[src/rtl/conv_out_wr_config.svh]
`ifndef CONV_OUT_WR_CONFIG_SVH
`define CONV_OUT_WR_CONFIG_SVH

// bits per result feature
`define CONV_OUT_WR_FEATURE_W 16

// largest byte count of one write request
`define CONV_OUT_WR_MAX_BTT 2048

// largest INCR burst in beats
`define CONV_OUT_WR_MAX_BURST 32

// bursts allowed between commit and write response
`define CONV_OUT_WR_OUTSTANDING 4

// write-data buffer in 64-bit beats
// must hold at least one full burst
`define CONV_OUT_WR_WBUF_DEPTH 64

`endif

[src/rtl/outstanding_tracker.sv]
`include "conv_out_wr_config.svh"

module outstanding_tracker (
	input  logic clk,
	input  logic rst_n,
	input  logic launch_i,       // burst committed
	input  logic launch_last_i,  // it closes its request
	input  logic bvalid_i,
	output logic room_o,
	output logic wt_req_fns_o
);
	localparam int OUTS  = `CONV_OUT_WR_OUTSTANDING;
	localparam int PTR_W = (OUTS > 1) ? $clog2(OUTS) : 1;
	localparam int CNT_W = $clog2(OUTS + 1);

	logic [CNT_W-1:0] in_flight;
	logic             fin_q [OUTS];  // final-burst flag per burst in flight
	logic [PTR_W-1:0] wptr;
	logic [PTR_W-1:0] rptr;

	assign room_o       = in_flight != CNT_W'(OUTS);
	assign wt_req_fns_o = bvalid_i & fin_q[rptr];  // same cycle as the response

	always_ff @(posedge clk)
	begin
		if (launch_i)
			fin_q[wptr] <= launch_last_i;
	end

	always_ff @(posedge clk or negedge rst_n)
	begin
		if (!rst_n)
		begin
			in_flight <= '0;
			wptr      <= '0;
			rptr      <= '0;
		end
		else
		begin
			if (launch_i != bvalid_i)
				in_flight <= bvalid_i ? in_flight - 1'b1 : in_flight + 1'b1;
			if (launch_i)
				wptr <= (wptr == PTR_W'(OUTS - 1)) ? '0 : wptr + 1'b1;
			if (bvalid_i)
				rptr <= (rptr == PTR_W'(OUTS - 1)) ? '0 : rptr + 1'b1;
		end
	end

	// responses come only for addresses the planner sent
	a_no_stray_b: assert property (@(posedge clk) disable iff (!rst_n)
		bvalid_i |-> in_flight != '0)
		else $error("write response with no burst in flight");

endmodule

[config.mk]
export PLATFORM = sky130hd
export DESIGN_NAME = outstanding_tracker
export DESIGN_NICKNAME = d
export VERILOG_FILES = /design/src/rtl/outstanding_tracker.sv
export VERILOG_INCLUDE_DIRS = /design/src /design/src/rtl
export SDC_FILE = /design/constraint.sdc
export NUM_CORES = 1
export LEC_CHECK = 0
export BUFFER_PORTS_ARGS = -buffer_cell sky130_fd_sc_hd__buf_2
export CAP_MARGIN = 20
export CORE_AREA = 2 2 39 41
export DETAILED_ROUTE_END_ITERATION = 10
export DIE_AREA = 0 0 41 43
export PLACE_DENSITY = 0.65
export RECOVER_POWER = 100
export SLEW_MARGIN = 40
export SYNTH_ARGS = -nofsm -noshare
export SYNTH_HDL_FRONTEND = slang
export SYNTH_SLANG_ARGS = --single-unit
[constraint.sdc]
create_clock -name clk -period 3 [get_ports clk]
set_clock_uncertainty 0.15 [all_clocks]
set_input_delay 0.45 -clock clk [delete_from_list [all_inputs] [get_ports clk]]
set_output_delay 0.45 -clock clk [all_outputs]
set_load 0.005 [all_outputs]
# Word level (Yosys, flattened, before mapping)
# Memory sizes are Yosys's and may differ from the RTL's.
# Cells that the tools add are included.
[totals]
register_bits = 7
ram_bits = 4
inputBits = 5
out_inout_bits = 2
wordCells = 18
mem_count = 1
[memory_table]
columns = ["name", "depth", "width", "read_ports", "rd_ports_with_merged_regs", "wr", "line", "source"]
rows = [
  ["fin_q", 4, 1, 1, 0, 1, "outstanding_tracker.sv:17", "logic fin_q [OUTS];"],
]
[classes]
addsub = 4
eq_ne = 4
n_mux = 5
n_bitwise = 1
[ops]
columns = ["op", "count"]
rows = [
  ["$add A2 B1 Y2 const B", 2],
  ["$eq A2 B2 Y1 const B", 2],
  ["$mux W2", 2],
  ["$add A3 B1 Y3 const B", 1],
  ["$mux W3", 1],
  ["$ne A3 B3 Y1 const B", 1],
  ["$sub A3 B1 Y3 const B", 1],
  ["$mux W1", 2],
  ["$and A1 B1 Y1", 1],
  ["$ne A1 B1 Y1", 1],
]

# Longest topological paths before layout
[depth]
depth_word = 2
ltp_mapped = 6
mapped_depth_nobuf = 5

# Least setup slack after synthesis
# OpenSTA, ideal clock, no wires.
[synth_timing]
path_type = "input -> register"
startpoint = "input bvalid_i"
endpoint = "register in_flight[2]"
setup_time_ns = 0.080
arrival_time_ns = 1.484
t_required_ns = 2.770
setup_slack_ns = 1.286
cell_stages = 6
n_path_buf = 1
path_cell_list = "buf_2 inv_1 fa_1 nor2b_1 a21oi_1 xnor2_1"
[synth_between]
elab_chain_len = 1
elab_cells_between_ends = 2
cone_classes = "eq/ne (1); mux (1)"
[synth_lines]
columns = ["element", "line", "source"]
rows = [
  ["start, declared", "outstanding_tracker.sv:8", "input logic bvalid_i,"],
  ["$mux W3 / $ne A1 B1 Y1 (equally long branches)", "outstanding_tracker.sv:41, outstanding_tracker.sv:40", ""],
  ["end signal, assigned", "outstanding_tracker.sv:41", "in_flight <= bvalid_i ? in_flight - 1'b1 : in_flight + 1'b1;"],
  ["end, declared", "outstanding_tracker.sv:16", "logic [CNT_W-1:0] in_flight;"],
]
# Parallel ways exist; a longest one is shown, timed or not.
# A chain may end at the register's enable or synchronous reset.

# Worst setup path after layout
[layout_timing]
startpoint = "register rptr[0]"
endpoint = "output wt_req_fns_o"
[layout_between]
elab_chain_len = 2
[layout_lines]
columns = ["element", "line", "source"]
rows = [
  ["start, declared", "outstanding_tracker.sv:19", "logic [PTR_W-1:0] rptr;"],
  ["start signal, assigned", "outstanding_tracker.sv:45", "rptr <= (rptr == PTR_W'(OUTS - 1)) ? '0 : rptr + 1'b1;"],
  ["$mem_v2 Z4 W1", "-", ""],
  ["$and A1 B1 Y1", "outstanding_tracker.sv:22", "assign wt_req_fns_o = bvalid_i & fin_q[rptr];"],
  ["end, declared", "outstanding_tracker.sv:10", "output logic wt_req_fns_o"],
]
# No other way between the ends.

==> impl_metrics.env <==
export IMPL_cts_tree="yes"
export IMPL_yosysWarnings=0
export IMPL_drc=0
export IMPL_place_area_um2=606.8
export IMPL_ys_seq_elements=11
export IMPL_syn_nets=57
export IMPL_antenna_cells=0
export IMPL_yosys_area_top_type="dfrtp_1"
export IMPL_yosysSeqAreaShare=0.5210
export IMPL_core_area_um2=1384
export IMPL_power_density_cell_area_nw_per_um2=819.1
export IMPL_first_global_vias=338
export IMPL_wirelength_um=748
export IMPL_antenna_left=0
export IMPL_grt_max_degree=12
export IMPL_port_buffers=6
export IMPL_hp_class="input pin to flip-flop"
export IMPL_hold_start="launch_last_i"
export IMPL_p_total_mw=0.5227
export IMPL_overflow=0
export IMPL_synthesis_area_um2=566.8
export IMPL_crit_path_end_kind="primary output"
export IMPL_n_fill_cell=135
export IMPL_first_iter_violations=5
export IMPL_dieHeight_um=43
export IMPL_first_pass_iters=2
export IMPL_arrival_ns=1.44
export IMPL_crit_type="flip-flop to primary output"
export IMPL_synthTopCellsByArea="dfrtp_1 (31%), edfxtp_1 (21%), ha_1 (11%), and2_1 (5.5%), mux2_2 (4.0%)"
export IMPL_synthCells=46
export IMPL_outcome="completed"
export IMPL_synth_lib_cells_used_distinct=19
export IMPL_track_usage=0.1232
export IMPL_synth_top_cell_area_share=0.3091
export IMPL_path_clk_slew_ns=0.06
export IMPL_cts_buffer_depth=2
export IMPL_final_nets=67
export IMPL_path_max_fanout=4
export IMPL_layout_area_overhead_vs_synth_pct=12.58
export IMPL_worst_slew_pin_slew_ns=0.4049
export IMPL_max_cap_violations=0
export IMPL_die_area_um2=1763
export IMPL_ios=7
export IMPL_r2r_setup_slack_ns=1.50
export IMPL_final_util=0.4611
export IMPL_drive_above_1_share=0.1455
export IMPL_finalInstanceArea_um2=638.1
export IMPL_finalSetupTns_ns=0
export IMPL_initial_core_util=0.4096
export IMPL_grt_pass1_wl_mm=1.393
export IMPL_cp_endpoint="wt_req_fns_o"
export IMPL_place_gp_congestion=0.6354
export IMPL_period_minus_slack_ns=2.043
export IMPL_via_count=313
export IMPL_cts_root_buf="clkbuf_4"
export IMPL_antenna_found_initial=0
export IMPL_numCtsBuffers=3
export IMPL_rows=14
export IMPL_avgSynthCellArea_um2=12.32
export IMPL_fp_dieW_um=41
export IMPL_vdd_drop_max_uv=455.1
export IMPL_p_leak_nw=0.2728
export IMPL_clk_latency_ns=0.26
export IMPL_required_ns=2.40
export IMPL_r2r_end="in_flight[2]"
export IMPL_dp_hpwl_um=630.9
export IMPL_r2r_start="in_flight[0]"
export IMPL_ctsHtreeMaxLevel=1
export IMPL_hold_violations=0
export IMPL_slew_headroom=0.7301
export IMPL_worstSetupStartpoint="rptr[0]"
export IMPL_worst_r2r_path_depth=5
export IMPL_fmaxAchievable_ghz=0.4894
export IMPL_wl_per_cell_um=10.54
export IMPL_min_period_over_period=0.6811
export IMPL_routed_via_density=4.408
export IMPL_finalMaxSlewViolations=0
export IMPL_crit_path_start_kind="flip-flop"
export IMPL_setup_viol=0
export IMPL_rsz0062_at_grt="false"
export IMPL_clkSinkCount=11
kinds of logic (layout without fill, tap and decap cells):
group / count (synthesis) / in the layout / share of synthesized area
buffers and inverters: 7 / 16 / 0.05078
and+or+nand+nor: 12 / 12 / 0.1214
xor gates and xnor gates: 3 / 3 / 0.04637
muxes: 3 / 3 / 0.07946
DFF: 11 / 11 / 0.5210
adders and majority gates: 6 / 6 / 0.1457
AOI/OAI and AO/OA: 4 / 4 / 0.03532
how the worst min path moves through the flow:
stage	endpoint	slack (ns)	cells past startpoint
after floorplan	in_flight[0]	0.004	0
after global placement	in_flight[0]	0.14	1
after detailed placement	in_flight[0]	0.14	1
after CTS	fin_q[3]	0.25	1
after global routing	fin_q[3]	0.33	1
final	fin_q[3]	0.30	1
cell usage after synthesis, drive strengths merged:
cell type and n:
a21oi 2, and2 5, buf 2, dfrtp 7, edfxtp 4, fa 1, ha 5, inv 5
mux2 2, mux4 1, nand2 1, nand3 1, nand3b 1, nor2 2, nor2b 1, nor3b 1
o21ai 2, xnor2 2, xor2 1
critical path, stage by stage, from the launching register on:
cell,delay (ns)
dfrtp_1,0.41
mux4_2,0.51
and2_0,0.15
buf_2,0.12
layout by cell type, fill, tap and decap left out, types with 2 or more instances in the layout:
cell,n
dfrtp_1,7
and2_0,5
mux2_2,2
edfxtp_1,4
clkbuf_1,5
inv_1,5
ha_1,5
buf_2,2
clkbuf_4,3
a21oi_1,2
o21ai_0,2
nor2_1,2
xnor2_1,2
through the flow:
| step | hold WS, ns | cells | setup slack, ns |
|---|---|---|---|
| finish | 0.3047 | 71 | 0.9568 |
| global route | 0.3303 | 71 | 0.8395 |
| CTS | 0.2542 | 71 | 0.9285 |
| detailed placement | 0.1429 | 66 | 1.181 |
| global placement | 0.1424 | 66 | 1.220 |
| floorplan | 0.004409 | 46 | 1.286 |
per-layer routing:
layer,track usage,wire (um),share of wire,up-vias
met3,0.04712,23,0.031,0
li1,-,-,-,168
met4,0.06000,0,0,0
met5,0,0,0,-
met1,0.1557,342,0.46,140
met2,0.1781,382,0.51,5
power by group:
part           switching, mW  internal, mW  leakage (nW)
Sequential            0.0366         0.213         0.119
Clock                 0.0425        0.0512        0.0150
Combinational         0.0839        0.0950         0.139
state kept, by name, indices dropped and copies added (netlist names):
name and flops:
in_flight 3, wptr 2, fin_q 4, rptr 2
what timing repair did:
| action | in CTS | in global routing |
|---|---|---|
| setup buffers | 0 | 0 |
| hold endpoints to repair | 7 | 0 |
| resized for setup | 0 | 0 |
| hold buffers | 1 | 0 |
cell type report:
type / count / area, um2 / share of cell area
Multi-Input combinational cell: 28 / 242.7 / 0.3804
Timing Repair Buffer: 7 / 35.03 / 0.05490
Inverter: 5 / 18.77 / 0.02941
Clock buffer: 4 / 26.28 / 0.04118
Tap cell: 16 / 20.02 / 0.03137
Sequential cell: 11 / 295.3 / 0.4627
Note: power is estimated with default switching activity, not from simulation.
