`src/rtl/conv_out_wr_config.svh`:
```
`ifndef CONV_OUT_WR_CONFIG_SVH
`define CONV_OUT_WR_CONFIG_SVH

// bits per result feature
`define CONV_OUT_WR_FEATURE_W 16

// largest byte count of one write request
`define CONV_OUT_WR_MAX_BTT 2048

// largest INCR burst in beats
`define CONV_OUT_WR_MAX_BURST 32

// bursts allowed between commit and write response
`define CONV_OUT_WR_OUTSTANDING 4

// write-data buffer in 64-bit beats
// must hold at least one full burst
`define CONV_OUT_WR_WBUF_DEPTH 64

`endif

```
`src/rtl/conv_out_wr_pkg.sv`:
```
`include "conv_out_wr_config.svh"

package conv_out_wr_pkg;

	typedef logic [31:0] addr_t;      // byte address on the AXI bus
	typedef logic [11:0] btt_t;       // bytes of one request
	typedef logic [7:0]  axi_len_t;   // awlen encoding, beats minus one
	typedef logic [8:0]  beat_cnt_t;  // beats of a request minus one
	typedef logic [8:0]  page_cnt_t;  // beats left in the 4 KB page minus one

	typedef logic [63:0] wdata_t;
	typedef logic [7:0]  wstrb_t;
	typedef logic [`CONV_OUT_WR_FEATURE_W-1:0] feature_t;

	// first or last valid byte inside a beat
	typedef logic [2:0] byte_ofs_t;

	// burst planner, one burst every three cycles at best
	typedef enum logic [1:0] {
		WAIT_ROOM,  // wait for a request and an outstanding slot
		GEN_LEN,    // second pass through the shared comparator
		COMMIT      // burst goes into the table
	} plan_state_e;

endpackage

```
`src/rtl/feature_packer.sv`:
```
`include "conv_out_wr_config.svh"

module feature_packer (
	input  logic                      clk,
	input  logic                      rst_n,
	input  conv_out_wr_pkg::feature_t res_data_i,
	input  logic                      res_last_i,
	input  logic                      res_valid_i,
	output logic                      res_ready_o,
	input  logic [5:0]                info_dout_i,  // {first ofs, last ofs}
	input  logic                      info_empty_n_i,
	output logic                      info_ren_o,
	input  conv_out_wr_pkg::axi_len_t burst_len_i,
	input  logic                      burst_avail_i,
	output logic                      burst_filled_o,
	input  logic                      buf_full_n_i,
	output logic                      buf_wen_o,
	output logic [72:0]               buf_din_o     // {data, strobe, last}
);
	localparam int FW     = `CONV_OUT_WR_FEATURE_W;
	localparam int LANES  = 64 / FW;
	localparam int LANE_B = FW / 8;  // bytes per lane

	conv_out_wr_pkg::byte_ofs_t first_ofs;
	conv_out_wr_pkg::byte_ofs_t last_ofs;
	conv_out_wr_pkg::wstrb_t    first_strb;
	conv_out_wr_pkg::wstrb_t    last_strb;
	logic [LANES-1:0]           first_vec;  // lane of the first feature
	logic [LANES-1:0]           lane_q;
	logic [LANES-1:0]           lane_cur;   // one-hot write lane
	logic                       first_feat;
	logic                       first_beat;
	conv_out_wr_pkg::feature_t  lanes [LANES];
	conv_out_wr_pkg::wdata_t    beat_data;
	conv_out_wr_pkg::axi_len_t  beat_idx;   // beat inside current burst
	logic                       burst_end;
	logic                       beat_done;
	logic                       stage_rdy;
	logic                       accept;
	logic                       push;       // beat moves into output stage
	conv_out_wr_pkg::wdata_t    out_data;
	conv_out_wr_pkg::wstrb_t    out_strb;
	logic                       out_last;
	logic                       out_valid;

	assign {first_ofs, last_ofs} = info_dout_i;
	assign first_strb = 8'hff << first_ofs;           // drop bytes below start
	assign last_strb  = 8'hff >> (3'd7 - last_ofs);   // drop bytes past end
	assign first_vec  = LANES'(1) << (first_ofs / LANE_B);
	assign lane_cur   = first_feat ? first_vec : lane_q;

	assign burst_end = beat_idx == burst_len_i;
	assign beat_done = lane_cur[LANES-1] | res_last_i;  // top lane or end of request
	assign stage_rdy = ~out_valid | buf_full_n_i;

	// only the closing feature of a beat waits on the output stage
	assign res_ready_o = info_empty_n_i & burst_avail_i & (~beat_done | stage_rdy);
	assign accept      = res_valid_i & res_ready_o;
	assign push        = accept & beat_done;

	assign info_ren_o     = accept & res_last_i;
	assign burst_filled_o = push & burst_end;
	assign buf_wen_o      = out_valid & buf_full_n_i;
	assign buf_din_o      = {out_data, out_strb, out_last};

	// current feature bypasses into its lane
	always_comb
	begin
		for (int i = 0; i < LANES; i++)
			beat_data[i*FW +: FW] = lane_cur[i] ? res_data_i : lanes[i];
	end

	always_ff @(posedge clk)
	begin
		if (accept)
		begin
			for (int i = 0; i < LANES; i++)
				if (lane_cur[i])
					lanes[i] <= res_data_i;
		end
		if (push)
		begin
			out_data <= beat_data;
			out_strb <= (first_beat ? first_strb : 8'hff) & (res_last_i ? last_strb : 8'hff);
			out_last <= burst_end;  // wlast
		end
	end

	always_ff @(posedge clk or negedge rst_n)
	begin
		if (!rst_n)
		begin
			first_feat <= 1'b1;
			first_beat <= 1'b1;
			lane_q     <= '0;
			beat_idx   <= '0;
			out_valid  <= 1'b0;
		end
		else
		begin
			if (accept)
			begin
				first_feat <= res_last_i;
				lane_q     <= {lane_cur[LANES-2:0], lane_cur[LANES-1]};  // rotate up
			end
			if (push)
			begin
				first_beat <= res_last_i;
				beat_idx   <= burst_end ? '0 : beat_idx + 8'd1;
			end
			if (stage_rdy)
				out_valid <= push;
		end
	end

	// byte count of the request and the feature stream must agree
	a_last_on_burst_end: assert property (@(posedge clk) disable iff (!rst_n)
		accept & res_last_i |-> burst_end)
		else $error("final feature before the final beat of the burst");

endmodule

```
`config.mk`:
```
export PLATFORM = sky130hd
export DESIGN_NAME = feature_packer
export DESIGN_NICKNAME = d
export VERILOG_FILES = /design/src/rtl/conv_out_wr_pkg.sv /design/src/rtl/feature_packer.sv
export VERILOG_INCLUDE_DIRS = /design/src /design/src/rtl
export SDC_FILE = /design/constraint.sdc
export NUM_CORES = 1
export LEC_CHECK = 0
export ABC_AREA = 1
export BUFFER_PORTS_ARGS = -buffer_cell sky130_fd_sc_hd__buf_4
export CAP_MARGIN = 25
export CORE_ASPECT_RATIO = 0.9
export CORE_MARGIN = 2
export CORE_UTILIZATION = 49
export DETAILED_ROUTE_END_ITERATION = 10
export PLACE_DENSITY_LB_ADDON = 0.12
export SLEW_MARGIN = 10
export SYNTH_ARGS = -nofsm -noshare
export SYNTH_HDL_FRONTEND = slang
export SYNTH_SLANG_ARGS = --single-unit
```
`constraint.sdc`:
```
create_clock -name clk -period 2.2 [get_ports clk]
set_input_delay 0.22 -clock clk [delete_from_list [all_inputs] [get_ports clk]]
set_output_delay 0.22 -clock clk [all_outputs]
set_load 0.02 [all_outputs]
```
* Word-level counts from Yosys, hierarchy flattened
Memory sizes are Yosys's and may differ from the RTL's. A register that Yosys moved wholly into a read port is not among the register bits.
Index checks and enable logic that the tools add are counted.
** Storage, ports and cells
- ROM bits :: 0
- Input port bits :: 37
- Bits in writable memories :: 64
- Register bits after elaboration :: 24
- Bits in latches :: 0
- Memories kept :: 1
** Operators by class
- $lt $le $gt $ge :: 0
- $add $sub $neg :: 2
- Equality and inequality tests :: 1
- Reductions and logical operators :: 0
- Shift operators :: 3
- Divide/modulo/power cells :: 0
- $mul :: 0
- Mux-type cells :: 16
- Bitwise operators :: 13
** Memories
- lanes :: depth 4, bits a word 16, read ports 4, clocked after Yosys merged registers in 4, write ports 4, line feature_packer.sv:33 : conv_out_wr_pkg::feature_t lanes [LANES];
** Operators by type and width (count)
- 8-bit 2-to-1 mux :: 3
- 1-bit 2-to-1 mux :: 12
- 8-bit by 1-bit adder with 8-bit output (second input constant) :: 1
- 8-bit bitwise AND :: 1
- 8-bit equality test :: 1
- 8-bit by 3-bit << shifter with 8-bit output (first input constant) :: 1
- 8-bit by 3-bit right shift with 8-bit output (first input constant) :: 1
- 1-bit bitwise AND :: 7
- 4-bit 2-to-1 mux :: 1
- 1-bit by 2-bit << shifter with 4-bit output (first input constant) :: 1
- 1-bit OR :: 3
- 3-bit subtractor (first input constant) :: 1
- 1-bit inverter :: 2

* Logic depth before layout (Yosys ltp)
Gate-level depths: netlist (run 1).
- Depth after elaboration :: 9
- Gate-level depth with buffers :: 9
- Depth with buffers taken out :: 8

* Worst setup path after synthesis (run 1)
Ideal clock, no wire load.
- Kind :: register to register
- Start point :: register first_feat
- End point :: register out_data[1] (netlist: buf_din_o[10]) (read register of lanes), enable pin
- Arrival time :: 1.773 ns
- Stages on the path, launching flop included :: 5
- Clock period less this slack :: 2.171 ns
- Required time :: 1.802 ns
- Setup slack :: 0.029 ns
- Path through :: dfstp_2 nand3_1 nand3_2 nand4_1 inv_2
** On the way
- Word-level cells in the longest chain between the ends :: 7
** RTL lines
- from (decl) :: line feature_packer.sv:31 : logic first_feat;
- from (signal assigned) :: line feature_packer.sv:103 : first_feat <= res_last_i;
- 4-bit 2-to-1 mux (*) :: line feature_packer.sv:50 : assign lane_cur = first_feat ? first_vec : lane_q;
- 1-bit OR (*) :: line feature_packer.sv:53 : assign beat_done = lane_cur[LANES-1] | res_last_i;
- 1-bit inverter :: line feature_packer.sv:57 : assign res_ready_o = info_empty_n_i & burst_avail_i & (~beat_done | stage_rdy);
- 1-bit OR :: line feature_packer.sv:57
- 1-bit bitwise AND :: line feature_packer.sv:57
- 1-bit bitwise AND :: line feature_packer.sv:58 : assign accept = res_valid_i & res_ready_o;
- 1-bit bitwise AND (*) :: line feature_packer.sv:59 : assign push = accept & beat_done;
- named net push :: line feature_packer.sv:40 : logic push;
- to (decl) :: line feature_packer.sv:41 : conv_out_wr_pkg::wdata_t out_data;
The timed path passes the listed nets; every way through them passes the cells marked *.
A chain may end at the register's enable or synchronous reset.

* Final worst setup path (run 1)
- Start point :: register first_feat
- End point :: output res_ready_o
** On the way
- Word-level cells in the longest chain between the ends :: 5
** RTL lines
- 4-bit 2-to-1 mux :: line feature_packer.sv:50
- 1-bit OR :: line feature_packer.sv:53
- 1-bit inverter :: line feature_packer.sv:57
- 1-bit OR :: line feature_packer.sv:57
- 1-bit bitwise AND :: line feature_packer.sv:57
- to (decl) :: line feature_packer.sv:9 : output logic res_ready_o,
No other way between the ends.

==> results of run 1 <==
## area by class of cell
type	count	area, um^2	area share (%)
tap	152	190	2.61
multi-input combinational	318	1510	20.7
inverter	26	98.8	1.36
timing repair buffer	129	1030	14.1
clock buffer	26	520	7.14
sequential	152	3850	52.8
clock inverter	6	88.8	1.22
## state kept, by name (all words and copies together), names as in the netlist
register	cells
out_last	1
out_strb	8
buf_din_o	48
first_feat	1
first_beat	1
out_valid	1
beat_idx	8
lane_q	4
lanes	64
out_data	16
## repair_timing
action,4_1_cts,5_1_grt
gates resized for setup,0,2
endpoints found under the hold margin,15,0
endpoints found under the setup margin,0,3
setup buffers,0,3
hold buffers,1,0
## worst paths after layout
kind	startpoint	endpoint	slack [ps]	cells after the start
min in group asynchronous	rst_n	beat_idx[7]	200	2
worst max register to register	first_feat	buf_din_o[36]	140	7
worst min register to register	lanes[3][15]	lanes[3][15]	450	2
max in group asynchronous	rst_n	first_beat	1740	2
worst max-delay path	first_feat	res_ready_o	60	6
worst min-delay path	res_last_i	out_strb[7]	100	2
## critical path, stage by stage (launching register included)
cell     delay (ps)
dfstp_2         590
inv_2            90
nand2_2          80
nand3_2         130
a21oi_4         220
buf_12          210
buf_4           170
## through the flow
step                      instance area (um^2)  std cells
after CTS                                 7230        805
final                                     7290        809
after global routing                      7290        809
after global placement                    6620        772
after floorplan                           5590        522
after detailed placement                  6620        772
## per-layer routing
layer,GRT usage (%),vias to the layer above,share of wire (%)
met4,6.13,0,0.55
met1,28.9,1998,42
li1,-,2032,-
met5,0,-,0
met2,34.6,151,49
met3,8.05,4,8.0
## cell usage after synthesis, types with 2 or more instances
library cell  instances  area, um^2
dfrtp_1              13         325
nand2_1             196         736
buf_1                 2        7.51
edfxtp_1             73        2190
xnor2_1               3        26.3
nand3_1              13        65.1
nor2_1               16        60.1
dfxtp_1              64        1280
nand4_1              65         407
dfstp_2               2        52.6
inv_1                23        86.3
buf_6                 4        45.0
nand4_2               4        50.1
nor3_1                2        10.0
buf_2                 8        40.0
o21ai_0               4        20.0
a21oi_1               3        15.0
buf_4                 2        15.0
clkbuf_1             10        37.5
nand2_2               2        12.5
inv_2                 2        7.51
xor2_1                4        35.0
## layout by cell type, fill, tap and decap left out, drive strengths merged
master	n
a21boi	1
a21oi	4
buf	127
bufinv	2
clkbuf	27
clkinv	4
clkinvlp	2
dfrtp	13
dfstp	2
dfxtp	64
dlygate4sd3	1
edfxtp	73
ha	1
inv	24
nand2	198
nand3	14
nand4	69
nor2	16
nor3	2
o21ai	5
o31ai	1
xnor2	3
xor2	4
## report_power, final
part	switching, mW	internal [mW]	total (mW)
Clock	1.08	1.86	2.94
Combinational	0.858	0.491	1.35
Sequential	0.223	3.77	3.99
Total	2.16	6.12	8.28
## cell families (layout without fill, tap and decap cells)
kind of cell | after synthesis | after routing | synth area share [%]
compound gates | 11 | 11 | 1.34
xor+xnor | 7 | 7 | 1.10
buf+inv | 52 | 187 | 4.34
flops | 152 | 152 | 68.9
simple gates | 299 | 299 | 24.1
fa+ha+maj | 1 | 1 | 0.224
==> flow_summary.ini, run 1 <==
[floorplanning]
initial_core_util_pct = 50.9
rows = 36
ios = 114
dieArea_um2 = 12300
core_area_um2 = 11000
die_width_um = 117
die_y_um = 105

[cts]
clockRootBuffer = clkbuf_16
clk_pin_slew_ps = 60
cts_tree = built
clockBufferDepth = 2
cts_num_sinks = 152
cts_max_level = 4
insertion_delay_ps = 410
cts_buffers = 17

[layout]
layout.nets = 682
drive_gt1_share_pct = 25.9
fill_cells = 871
utilization_pct = 66.3
areaGrowthSynthToFinish_pct = 30.4
antenna_cells = 0

[grt]
track_usage_pct = 22.0
grt_pass1_vias = 4131
antenna_found_initial = 0
grt_pass1_wl_mm = 20.5
grt_overflow = 0
grt_max_degree = 67

[route]
post_drt_wl_per_cell_um = 16.2
drtIter0Drc = 369
route.detailed.drc = 0
via_count = 4185
drtPass1Iterations = 5
route.detailed.vias_per_inst = 5.17
drt_wl_total_mm = 13.1
ant_nets = 0

[synthesis]
syn-num-nets = 560
synthArstFlopShare_pct = 9.87
ys_ff_latch = 152
syn_inst = 522
synth_edf_count = 73
syn_area_um2 = 5590
synth_cell_types = 29
synth_seq_area_share_pct = 68.9
syn_area_per_cell_um2 = 10.7
synth_flop_cell = edfxtp_1
yosysWarnings = 0

[timing]
tns_ps = 0
period_minus_slack_ps = 2140
finalHoldViolCount = 0
hold_ws_ps = 102
finalMaxSlewViolations = 0
setup_violations = 0
clock_skew_ps = 12.2
worst_pin_slew_ps = 543
setup_ws_ps = 61.9
slew_headroom_pct = 63.7
min_period_over_period_pct = 97.2
max_freq_mhz = 468

[worst_setup_path]
cp-start-kind = register
cp.required_ps = 1980
arrival_ps = 1920
crit_type = reg -> out
end_kind = output pin
cp_max_fo = 33

[min_path]
holdCritPathClass = in -> reg

[pwr]
ir_drop_mv = 0.820
p_per_area_nw_per_um2 = 1140
leakage_nw = 3.34
total_power_mw = 8.28

[placement]
routabilityCongestion = 0.866
dp_hpwl_mm = 8.27
portBuffers = 113
pre_cts_ws_ps = 236

[status]
run_status = complete, no violations

[flow_run]
maxCapViolations = 0
(Power assumes the default switching activity.)
==> inputs of run 2 (changes only) <==
- CORE_MARGIN: 2 -> 4
- CTS_CLUSTER_SIZE: unset -> 25
==> run 2 against run 1 <==
Net effect: setup slack barely moved; hold slack improved by 3.9 ps; sequential share of layout area barely moved; largest cell class unchanged; via count rose by 0.12%; clock power fell by 3%; clock skew fell by 6.2 ps; sequential power barely moved; global-route usage fell by 2.3 points; register-to-register slack improved by 120 ps; maximum frequency barely moved; utilization barely moved; cell area barely moved.
==> flow_summary.ini, run 2 (synthesis results as in run 1) <==
[pwr]
ir_drop_mv = 0.624
p_per_area_nw_per_um2 = 1120
leakage_nw = 3.34

[worst_setup_path]
end_kind = output pin
cp-start-kind = register
cp_max_fo = 10
cp_num_buf_inv = 2
critical_path.max_stage_delay_ps = 570
arrival_ps = 1920
cp.required_ps = 1980
crit_type = reg -> out
path_cells = nand3_1 -> nand3_2 -> nand4_1 -> buf_4 -> nor2_1 -> buf_4
critPathTopFamily = flip-flops
crit_slowest_cell = dfstp_2
cpMostUsedCell = buf_4

[route]
drtIter0Drc = 413
via_count = 4190
drtPass1Iterations = 5
post_drt_wl_per_cell_um = 16.2
drt_wl_total_mm = 13.1
route.detailed.drc = 0
ant_nets = 0
route.detailed.vias_per_inst = 5.17

[status]
run_status = complete, no violations

[timing]
min_period_over_period_pct = 97.2
setup_violations = 0
clock_skew_ps = 6.04
max_freq_mhz = 468
worst_pin_slew_ps = 491
finalMaxSlewViolations = 0
slew_headroom_pct = 67.2
period_minus_slack_ps = 2140
tns_ps = 0
finalHoldViolCount = 0
rsz0062_at_grt = true

[cts]
clk_pin_slew_ps = 60
cts_tree = built
clockRootBuffer = clkbuf_16
insertion_delay_ps = 410
clockBufferDepth = 2
cts_buffers = 17
cts_max_level = 4
cts_num_sinks = 152

[grt]
antenna_found_initial = 0
grt_overflow = 0
grt_pass1_vias = 3934
track_usage_pct = 19.7
grt_pass1_wl_mm = 20.0
grt_max_degree = 67

[layout]
layout_common_cells = 196 x nand2_1, 125 x buf_4, 73 x edfxtp_1
fill_cells = 877
utilization_pct = 66.3
top_register = lanes
drive_gt1_share_pct = 25.5
layout.nets = 684
design_area_um2 = 7290
layout_commonest_cell = nand2_1
antenna_cells = 0
largest_register_ff_count = 64
areaGrowthSynthToFinish_pct = 30.3

[floorplanning]
dieArea_um2 = 13200
ios = 114
rows = 36
die_width_um = 121
initial_core_util_pct = 50.9
die_y_um = 109
core_area_um2 = 11000

[min_path]
holdCritPathClass = in -> reg

[placement]
portBuffers = 113
place_area_um2 = 6630
routabilityCongestion = 0.838
dp_hpwl_mm = 8.53

[flow_run]
maxCapViolations = 0
run 2: routing by layer:
metal	up-vias	track usage (%)	wire length, um
li1	2034	-	-
met4	0	5.91	143
met2	143	31.8	6460
met5	-	0	0
met3	14	5.76	981
met1	1999	26.1	5540
run 2: path summary, 6_finish.rpt:
check | start | to | slack [ps] | depth (start not counted)
max | first_feat | burst_filled_o | 60 | 6
min | res_last_i | out_strb[7] | 110 | 2
max reg2reg | first_feat | buf_din_o[51] | 260 | 7
min reg2reg | lanes[2][11] | lanes[2][11] | 450 | 2
max in group asynchronous | rst_n | first_feat | 1740 | 2
min in group asynchronous | rst_n | beat_idx[7] | 210 | 2
run 2: where the power goes:
group	leakage, nW	internal (mW)	switching, mW
logic	1.66	0.499	0.858
registers	1.40	3.77	0.210
clock network	0.284	1.81	1.05
run 2: timing repair:
action | CTS | global route
setup buffers | 0 | 2
endpoints found under the hold margin | 15 | 0
endpoints found under the setup margin | 0 | 2
gates resized for setup | 0 | 0
hold buffers | 1 | 0
run 2: final cells by class:
class | instances | area (um^2) | area share (%)
Sequential cell | 152 | 3850 | 52.8
Clock buffer | 24 | 462 | 6.33
Timing Repair Buffer | 131 | 1060 | 14.5
Clock inverter | 8 | 121 | 1.67
Inverter | 26 | 98.8 | 1.36
Multi-Input combinational cell | 318 | 1510 | 20.7
Tap cell | 152 | 190 | 2.61
run 2: stage by stage:
| stage | std cells | hold WS [ps] | power [mW] | setup slack, ps |
|---|---|---|---|---|
| 2_1_floorplan | 522 | -75.6 | 4.87 | 28.7 |
| 3_3_place_gp | 774 | 83.2 | 5.28 | 339 |
| 3_5_place_dp | 774 | 91.3 | 5.37 | 267 |
| 4_1_cts | 807 | 97.3 | 8.22 | 21.7 |
| 5_1_grt | 811 | 97.8 | 8.58 | -53.3 |
| 6_report | 811 | 106 | 8.19 | 62.2 |
