`src/rtl/conv_out_wr_config.svh`:
```
`ifndef CONV_OUT_WR_CONFIG_SVH
`define CONV_OUT_WR_CONFIG_SVH

// bits per result feature
`define CONV_OUT_WR_FEATURE_W 16

// largest byte count of one write request
`define CONV_OUT_WR_MAX_BTT 2048

// largest INCR burst in beats
`define CONV_OUT_WR_MAX_BURST 32

// bursts allowed between commit and write response
`define CONV_OUT_WR_OUTSTANDING 4

// write-data buffer in 64-bit beats
// must hold at least one full burst
`define CONV_OUT_WR_WBUF_DEPTH 64

`endif

```
`src/rtl/conv_out_wr_pkg.sv`:
```
`include "conv_out_wr_config.svh"

package conv_out_wr_pkg;

	typedef logic [31:0] addr_t;      // byte address on the AXI bus
	typedef logic [11:0] btt_t;       // bytes of one request
	typedef logic [7:0]  axi_len_t;   // awlen encoding, beats minus one
	typedef logic [8:0]  beat_cnt_t;  // beats of a request minus one
	typedef logic [8:0]  page_cnt_t;  // beats left in the 4 KB page minus one

	typedef logic [63:0] wdata_t;
	typedef logic [7:0]  wstrb_t;
	typedef logic [`CONV_OUT_WR_FEATURE_W-1:0] feature_t;

	// first or last valid byte inside a beat
	typedef logic [2:0] byte_ofs_t;

	// burst planner, one burst every three cycles at best
	typedef enum logic [1:0] {
		WAIT_ROOM,  // wait for a request and an outstanding slot
		GEN_LEN,    // second pass through the shared comparator
		COMMIT      // burst goes into the table
	} plan_state_e;

endpackage

```
`src/rtl/burst_planner.sv`:
```
`include "conv_out_wr_config.svh"

module burst_planner (
	input  logic                      clk,
	input  logic                      rst_n,
	input  logic [63:0]               req_data_i,  // {byte count, base address}
	input  logic                      req_valid_i,
	output logic                      req_ready_o,
	input  logic                      info_full_n_i,
	output logic                      info_wen_o,
	output logic [5:0]                info_din_o,  // {first ofs, last ofs}
	input  logic                      room_i,
	output logic                      launch_o,
	output logic                      launch_last_o,
	output conv_out_wr_pkg::axi_len_t burst_len_o,
	output logic                      burst_avail_o,
	input  logic                      burst_filled_i,
	output conv_out_wr_pkg::addr_t    awaddr_o,
	output conv_out_wr_pkg::axi_len_t awlen_o,
	output logic                      awvalid_o,
	input  logic                      awready_i
);
	localparam int OUTS  = `CONV_OUT_WR_OUTSTANDING;
	localparam int PTR_W = (OUTS > 1) ? $clog2(OUTS) : 1;
	localparam conv_out_wr_pkg::page_cnt_t MAX_LEN =
		conv_out_wr_pkg::page_cnt_t'(`CONV_OUT_WR_MAX_BURST - 1);

	conv_out_wr_pkg::btt_t        btt;
	conv_out_wr_pkg::addr_t       base;
	logic [12:0]                  end_ofs;     // byte count plus start misalignment
	logic [12:0]                  end_m1;      // offset of the final byte
	logic                         req_idle;
	logic                         accept;
	conv_out_wr_pkg::plan_state_e state;
	conv_out_wr_pkg::addr_t       cur_addr;    // 8-byte aligned
	conv_out_wr_pkg::beat_cnt_t   beats_left;
	conv_out_wr_pkg::page_cnt_t   page_left;
	conv_out_wr_pkg::page_cnt_t   cmp_a;       // shared comparator
	conv_out_wr_pkg::page_cnt_t   cmp_b;
	logic                         cmp_le;
	conv_out_wr_pkg::axi_len_t    min_len;
	logic                         last_burst;
	logic                         commit;
	logic                         fill;
	logic                         issue;
	conv_out_wr_pkg::addr_t       tb_addr [OUTS];
	conv_out_wr_pkg::axi_len_t    tb_len  [OUTS];
	logic [1:0]                   tb_flag [OUTS];  // 00 free, 01 planned, 11 data ready
	logic [PTR_W-1:0]             wr_ptr;
	logic [PTR_W-1:0]             fill_ptr;
	logic [PTR_W-1:0]             iss_ptr;

	function automatic logic [PTR_W-1:0] ptr_inc(input logic [PTR_W-1:0] p);
		return (p == PTR_W'(OUTS - 1)) ? '0 : p + 1'b1;
	endfunction

	assign btt     = req_data_i[32 +: 12];
	assign base    = req_data_i[31:0];
	assign end_ofs = {1'b0, btt} + 13'(base[2:0]);
	assign end_m1  = end_ofs - 13'd1;

	assign req_ready_o = req_idle & info_full_n_i;
	assign accept      = req_valid_i & req_ready_o;
	assign info_wen_o  = accept;
	assign info_din_o  = {base[2:0], end_m1[2:0]};

	// first pass page vs max burst, second pass remaining vs that minimum
	assign cmp_a  = (state == conv_out_wr_pkg::WAIT_ROOM) ? page_left : beats_left;
	assign cmp_b  = (state == conv_out_wr_pkg::WAIT_ROOM) ? MAX_LEN : {1'b0, min_len};
	assign cmp_le = cmp_a <= cmp_b;

	assign commit        = (state == conv_out_wr_pkg::COMMIT) & (tb_flag[wr_ptr] == 2'b00);
	assign launch_o      = commit;
	assign launch_last_o = last_burst;

	assign burst_avail_o = tb_flag[fill_ptr] == 2'b01;  // next burst still owed data
	assign burst_len_o   = tb_len[fill_ptr];
	assign fill          = burst_filled_i & burst_avail_o;

	assign awvalid_o = tb_flag[iss_ptr] == 2'b11;
	assign awaddr_o  = tb_addr[iss_ptr];
	assign awlen_o   = tb_len[iss_ptr];
	assign issue     = awvalid_o & awready_i;

	always_ff @(posedge clk or negedge rst_n)
	begin
		if (!rst_n)
		begin
			state    <= conv_out_wr_pkg::WAIT_ROOM;
			req_idle <= 1'b1;
		end
		else
		begin
			if (accept)
				req_idle <= 1'b0;
			else if (commit & last_burst)
				req_idle <= 1'b1;  // request fully planned
			case (state)
				conv_out_wr_pkg::WAIT_ROOM:
					if (room_i & ~req_idle)
						state <= conv_out_wr_pkg::GEN_LEN;
				conv_out_wr_pkg::GEN_LEN:
					state <= conv_out_wr_pkg::COMMIT;
				conv_out_wr_pkg::COMMIT:
					if (commit)
						state <= conv_out_wr_pkg::WAIT_ROOM;
				default:
					state <= conv_out_wr_pkg::WAIT_ROOM;
			endcase
		end
	end

	always_ff @(posedge clk)
	begin
		if ((state == conv_out_wr_pkg::WAIT_ROOM) | (state == conv_out_wr_pkg::GEN_LEN))
			min_len <= cmp_le ? cmp_a[7:0] : cmp_b[7:0];
		if (state == conv_out_wr_pkg::GEN_LEN)
			last_burst <= cmp_le;  // remaining beats fit this burst
		if (accept)
		begin
			cur_addr   <= {base[31:3], 3'b000};
			beats_left <= end_m1[11:3];
			page_left  <= ~base[11:3];  // 511 minus beat index in page
		end
		else if (commit)
		begin
			cur_addr   <= {cur_addr[31:3] + 29'(min_len) + 29'd1, 3'b000};
			beats_left <= beats_left - 9'(min_len) - 9'd1;
			page_left  <= page_left - 9'(min_len) - 9'd1;  // wraps to 511 on a new page
		end
		if (commit)
		begin
			tb_addr[wr_ptr] <= cur_addr;
			tb_len[wr_ptr]  <= min_len;
		end
	end

	// entry life cycle planned, data ready, issued
	always_ff @(posedge clk or negedge rst_n)
	begin
		if (!rst_n)
		begin
			for (int i = 0; i < OUTS; i++)
				tb_flag[i] <= 2'b00;
			wr_ptr   <= '0;
			fill_ptr <= '0;
			iss_ptr  <= '0;
		end
		else
		begin
			if (commit)
			begin
				tb_flag[wr_ptr] <= 2'b01;
				wr_ptr          <= ptr_inc(wr_ptr);
			end
			if (fill)
			begin
				tb_flag[fill_ptr] <= 2'b11;
				fill_ptr          <= ptr_inc(fill_ptr);
			end
			if (issue)
			begin
				tb_flag[iss_ptr] <= 2'b00;
				iss_ptr          <= ptr_inc(iss_ptr);
			end
		end
	end

	a_no_4k_cross: assert property (@(posedge clk) disable iff (!rst_n)
		awvalid_o |-> ({1'b0, awaddr_o[11:3]} + 10'(awlen_o)) <= 10'd511)
		else $error("burst crosses a 4 KB boundary");

endmodule

```
`config.mk`:
```
export PLATFORM = sky130hd
export DESIGN_NAME = burst_planner
export DESIGN_NICKNAME = d
export VERILOG_FILES = /design/src/rtl/conv_out_wr_pkg.sv /design/src/rtl/burst_planner.sv
export VERILOG_INCLUDE_DIRS = /design/src /design/src/rtl
export SDC_FILE = /design/constraint.sdc
export NUM_CORES = 1
export LEC_CHECK = 0
export ABC_AREA = 1
export CAP_MARGIN = 20
export CELL_PAD_IN_SITES_DETAIL_PLACEMENT = 1
export CELL_PAD_IN_SITES_GLOBAL_PLACEMENT = 1
export CORE_ASPECT_RATIO = 1.75
export CORE_UTILIZATION = 30
export DETAILED_ROUTE_END_ITERATION = 10
export DONT_BUFFER_PORTS = 1
export GPL_ROUTABILITY_DRIVEN = 0
export HOLD_SLACK_MARGIN = 0.1
export MAX_ROUTING_LAYER = met4
export PLACE_DENSITY = 0.51
export SLEW_MARGIN = 30
export SYNTH_ARGS = -nofsm -noshare
export SYNTH_HDL_FRONTEND = slang
export SYNTH_SLANG_ARGS = --single-unit
```
`constraint.sdc`:
```
create_clock -name clk -period 4.29 [get_ports clk]
set_clock_uncertainty 0.15 [all_clocks]
set_input_delay 0.858 -clock clk [delete_from_list [all_inputs] [get_ports clk]]
set_output_delay 0.858 -clock clk [all_outputs]
set_load 0.1 [all_outputs]
```
==> Word-level counts from Yosys, hierarchy flattened <==
Memory sizes are Yosys's and may differ from the RTL's.
Index checks and enable logic that the tools add are counted.
{ "classes": {"n_reduce_logical": 8, "add_sub_neg": 11, "eq_ne": 9, "muxes": 37, "n_bitwise": 19, "n_lt_le_gt_ge": 7} }
{ "ops": {"columns": ["cell", "n"], "rows": [
  ["32-bit 2-to-1 mux", 2],
  ["9-bit 2-to-1 mux", 5],
  ["8-bit 2-to-1 mux", 5],
  ["29-bit by 1-bit adder with 29-bit output, second input constant", 1],
  ["29-bit by 8-bit adder with 29-bit output", 1],
  ["2-bit 2-to-1 mux", 14],
  ["9-bit by 1-bit subtractor with 9-bit output, second input constant", 2],
  ["9-bit by 8-bit subtractor with 9-bit output", 2],
  ["12-bit by 3-bit adder with 12-bit output", 1],
  ["2-bit binary-select mux with 2-bit select", 3],
  ["2-bit demux with 2-bit select", 3],
  ["12-bit by 1-bit subtractor with 12-bit output, second input constant", 1],
  ["2-bit equality test, second input constant", 5],
  ["3-bit greater-or-equal comparator, second input constant", 3],
  ["9-bit by 8-bit less-or-equal comparator with 1-bit output", 1],
  ["3-bit by 1-bit < comparator with 1-bit output, second input constant", 3],
  ["2-bit NOT with 3-bit output", 3],
  ["9-bit NOT", 1],
  ["8-bit bitwise AND", 1],
  ["8-bit NOT", 1],
  ["8-bit bitwise OR", 1],
  ["1-bit bitwise AND", 7],
  ["2-bit by 1-bit adder with 2-bit output, second input constant", 3],
  ["2-bit one-hot mux with 3 select lines", 1],
  ["12 further kinds", 21]
]} }
{ "word_totals": {"input_bits": 71, "register_bits": 73, "n_memories": 2, "output_inout_bits": 60, "mem_bits_rw": 148} }
{ "mem_list": {"columns": ["name", "depth", "width", "rd", "rd_ports_with_merged_regs", "wr", "line", "text"], "rows": [
  ["tb_addr", 4, 29, 1, 0, 1, "burst_planner.sv:46", "conv_out_wr_pkg::addr_t tb_addr [OUTS];"],
  ["tb_len", 4, 8, 2, 0, 1, "burst_planner.sv:47", "conv_out_wr_pkg::axi_len_t tb_len [OUTS];"]
]} }

==> Longest topological paths before layout <==
{ "depth": {"depth_word": 12, "depth_mapped": 14} }

==> Worst setup path before layout <==
OpenSTA, ideal clock, no wires.
{ "synth_timing": {"kind": "input -> output", "from": "input info_full_n_i", "to": "output info_wen_o", "slack_ns": 0.358, "path_buffers": 2, "arrival_time_ns": 2.924, "required_time_ns": 3.282, "stages": 6, "path_cell_list": "nand2_1 -> inv_1 -> nand2_1 -> inv_1 -> buf_2 -> buf_1"} }
{ "synth_via": {"elab_chain_len": 2} }
{ "synth_lines": {"columns": ["item", "line", "text"], "rows": [
  ["start: declaration", "burst_planner.sv:9", "input logic info_full_n_i,"],
  ["1-bit bitwise AND", "burst_planner.sv:62", "assign req_ready_o = req_idle & info_full_n_i;"],
  ["via req_ready_o", "burst_planner.sv:8", "output logic req_ready_o,"],
  ["1-bit bitwise AND", "burst_planner.sv:63", "assign accept = req_valid_i & req_ready_o;"],
  ["end: declaration", "burst_planner.sv:10", "output logic info_wen_o,"]
]} }
The timed path passes the listed nets, and every way through them passes these cells.

==> Worst setup path in the final report <==
{ "layout_timing": {"from": "register iss_ptr[0]", "to": "output awvalid_o"} }
{ "layout_via": {"elab_chain_len": 5} }
{ "layout_lines": {"columns": ["item", "line", "text"], "rows": [
  ["start: declaration", "burst_planner.sv:51", "logic [PTR_W-1:0] iss_ptr;"],
  ["start signal: assignment", "burst_planner.sv:164", "iss_ptr <= ptr_inc(iss_ptr);"],
  ["2-bit NOT with 3-bit output (implied by the code)", "burst_planner.sv:80", "assign awvalid_o = tb_flag[iss_ptr] == 2'b11;"],
  ["2-bit binary-select mux with 2-bit select", "burst_planner.sv:80", null],
  ["2-bit 2-to-1 mux (implied by the code) (2 in series)", "burst_planner.sv:80", null],
  ["2-bit equality test", "burst_planner.sv:80", null],
  ["end: declaration", "burst_planner.sv:20", "output logic awvalid_o,"]
]} }
No other way between the ends. The select of a mux whose other input is x is not followed.

==> results.sh <==
export IMPL_status="complete, but fails checks"
export IMPL_violations="DRC"
export IMPL_grt_first_pass_wirelength_um=55460
export IMPL_finalInstanceArea_mm2=0.01395
export IMPL_hold_viol_final=0
export IMPL_coreArea_mm2=0.03928
export IMPL_worst_path_most_repeated_cell="nand3_1"
export IMPL_postSynthCellCount=1312
export IMPL_r2r_end="tb_flag[2]$_DFF_PN0_"
export IMPL_drtIter0Drc=342
export IMPL_clk_path_buf_depth=3
export IMPL_ys_ff_latch=221
export IMPL_ys_seq_area_frac=0.5488
export IMPL_min_period_ns=3.648
export IMPL_timing_fmax_mhz=274.1
export IMPL_first_pass_iters=9
export IMPL_ios=131
export IMPL_crit_start="iss_ptr[0]$_DFFE_PN0P_"
export IMPL_rsz0062_at_grt="false"
export IMPL_cap_viol_max_count=0
export IMPL_route_detailed_drc=3
export IMPL_numCtsBuffers=24
export IMPL_crit_chain="buf_4 > nand3_1 > nand3_1 > nand2_1 > inv_1"
export IMPL_die_x_um=152.8
export IMPL_reg2reg_depth=8
export IMPL_avgViaCountPerCell=4.943
export IMPL_max_slew_worst_pin_slew_ns=0.9327
export IMPL_cts_tree="yes"
export IMPL_grt_overflow=0
export IMPL_netlist_area_mm2=0.01194
export IMPL_cp_buffers_inverters=2
export IMPL_slew_headroom=0.3782
export IMPL_totalWireLength_um=36310
export IMPL_track_usage=0.1857
export IMPL_crit_type="flip-flop to output port"
export IMPL_start_util=0.3040
export IMPL_fin_nets=1488
export IMPL_cts_root_buf="clkbuf_16"
export IMPL_place_area_mm2=0.01311
export IMPL_nFillCells=4513
export IMPL_hp_class="primary input to async pin"
export IMPL_cp_data_arrival_time_ns=2.64
export IMPL_wl_per_cell_um=19.48
export IMPL_yosysWarnings=0
export IMPL_cts_sinks=221
export IMPL_syn_area_per_cell_um2=9.100
export IMPL_cpLargestDelayFamily="buffers and inverters"
export IMPL_end_kind="output port"
export IMPL_tns_ns=0
export IMPL_syn_to_final_growth_pct=16.87
export IMPL_clock_latency_ns=0.52
export IMPL_antenna_found_initial=1
export IMPL_r2r_start="iss_ptr[0]$_DFFE_PN0P_"
export IMPL_fp_dieH_um=265.9
export IMPL_dp_hpwl_um=26430
export IMPL_reg2reg_slack_ns=1.05
export IMPL_fp_dieArea_mm2=0.04063
export IMPL_synth_distinct_cells=38
export IMPL_start_kind="flip-flop"
export IMPL_cts_clk_slew_worst_paths_ns=0.06
export IMPL_grt_pass1_vias=9885
export IMPL_hold_ws_ns=0.1293
export IMPL_post_cts_buffers=0
export IMPL_grt_max_degree=79
export IMPL_antenna_left=0
export IMPL_final_max_slew_viol_count=0
export IMPL_cpMaxStageDelayCell="buf_4"
export IMPL_cts_htree_levels=1
export IMPL_setup_viol=0
export IMPL_vias=9213
export IMPL_cp_max_fo=78
export IMPL_fin_crit_sh=0.8504
export IMPL_cp_slowest_stage_delay_ns=0.65
export IMPL_crit_end="awvalid_o"
export IMPL_io_buffers=0
export IMPL_worst_path_stages=5
export IMPL_cp_data_required_time_ns=3.28
export IMPL_std_cell_rows=96
export IMPL_drive_gt1_frac=0.1282
## cells by family (layout without fill, tap and decap cells)
kind of cell,count (synthesis),in the layout,share of synthesized area
XOR/XNOR,15,15,0.01100
buffers and inverters,204,263,0.06676
other,1,4,0.0003141
adder cells (fa/ha/maj),61,61,0.06644
AND/OR/NAND/NOR,586,586,0.2045
flip-flops,221,221,0.5488
AO/OA/AOI/OAI,223,223,0.1013
multiplexers,1,1,0.0008384
## layout by cell type (no fill, tap or decap), types with 15 or more instances in the layout
cell | Yosys | routed
a21oi_1 | 33 | 33
buf_4 | 6 | 63
clkbuf_16 | 0 | 25
dfrtp_1 | 16 | 15
edfxtp_1 | 204 | 204
ha_1 | 57 | 57
inv_1 | 154 | 152
nand2_1 | 296 | 294
nand3_1 | 95 | 95
nor2_1 | 165 | 165
o21ai_0 | 124 | 124
o22ai_2 | 0 | 45
## worst min path at each step
stage                              start                    to  slack, ns  cells past startpoint
detailed placement  req_idle$_DFFE_PN1P_  req_idle$_DFFE_PN1P_       0.34                      2
CTS                               room_i  state[0]$_DFFE_PN0P_       0.33                      2
global route                       rst_n  tb_flag[5]$_DFF_PN0_       0.15                      1
global placement    req_idle$_DFFE_PN1P_  req_idle$_DFFE_PN1P_       0.33                      2
finish                             rst_n  tb_flag[4]$_DFF_PN0_       0.13                      1
floorplan           req_idle$_DFFE_PN1P_  req_idle$_DFFE_PN1P_       0.32                      2
## state kept, by name, indices dropped and copies added, names as in the netlist, 8 cells and up
| register | flops |
|---|---|
| beats_left | 9 |
| min_len | 8 |
| tb_len | 32 |
| cur_addr | 29 |
| page_left | 9 |
| tb_addr | 116 |
| tb_flag | 8 |
## area by class of cell
type | count | area, µm² | area share
Antenna cell | 1 | 2.502 | 0.0001793
Tap cell | 490 | 613.1 | 0.04394
Clock inverter | 13 | 152.6 | 0.01094
Sequential cell | 221 | 6554 | 0.4697
Multi-Input combinational cell | 889 | 4883 | 0.3500
Clock buffer | 30 | 684.4 | 0.04905
Inverter | 156 | 585.6 | 0.04197
Timing Repair Buffer | 64 | 478.0 | 0.03425
## cells in the mapped netlist
cell type / instances / area (µm²)
nand2_1: 296 / 1111
edfxtp_1: 204 / 6126
nor2_1: 165 / 619.3
inv_1: 154 / 578.1
o21ai_0: 124 / 620.6
nand3_1: 95 / 475.5
ha_1: 57 / 713.2
o22ai_1: 47 / 294.0
a21oi_1: 33 / 165.2
clkbuf_1: 31 / 116.4
dfrtp_1: 16 / 400.4
xor2_1: 10 / 87.58
buf_2: 7 / 35.03
nand4_1: 7 / 43.79
buf_4: 6 / 45.04
a31oi_1: 5 / 31.28
o21bai_1: 5 / 37.54
or2_2: 5 / 31.28
xnor2_1: 5 / 43.79
a21o_1: 4 / 30.03
buf_1: 4 / 15.01
fa_1: 4 / 80.08
nand2_4: 4 / 45.04
nor2_2: 4 / 25.02
o21ai_1: 3 / 15.01
inv_2: 2 / 7.510
nand2_2: 2 / 12.51
nand3_2: 2 / 20.02
nand3b_1: 2 / 15.01
a21oi_2: 1 / 8.760
and2_1: 1 / 6.260
conb_1: 1 / 3.750
dfstp_2: 1 / 26.28
mux2i_1: 1 / 10.01
nand2_8: 1 / 20.02
nor2_4: 1 / 11.26
nor3_1: 1 / 5.000
o21a_1: 1 / 7.510
## stage by stage
stage | instances | setup WS (ns) | utilization
3_5_place_dp | 1819 | 0.9647 | 0.3337
5_1_grt | 1864 | 0.4703 | 0.3553
4_1_cts | 1863 | 0.5585 | 0.3553
3_3_place_gp | 1819 | 0.9895 | 0.3337
2_1_floorplan | 1314 | 0.3579 | -
6_report | 1864 | 0.6418 | 0.3553
## routing by layer
metal / wire length [µm] / global-route usage
met3: 998 / 0.02131
met5: 0 / -
met4: 922 / 0.05788
met1: 13270 / 0.1775
met2: 21130 / 0.3786
## timing repair
action                    CTS  global route
resized for setup           0             0
hold endpoints to repair   17             0
hold buffers                1             0
Power is left out: the tool's default activity adds up to more than one toggle a clock period on the data nets, which glitch-free logic cannot reach.
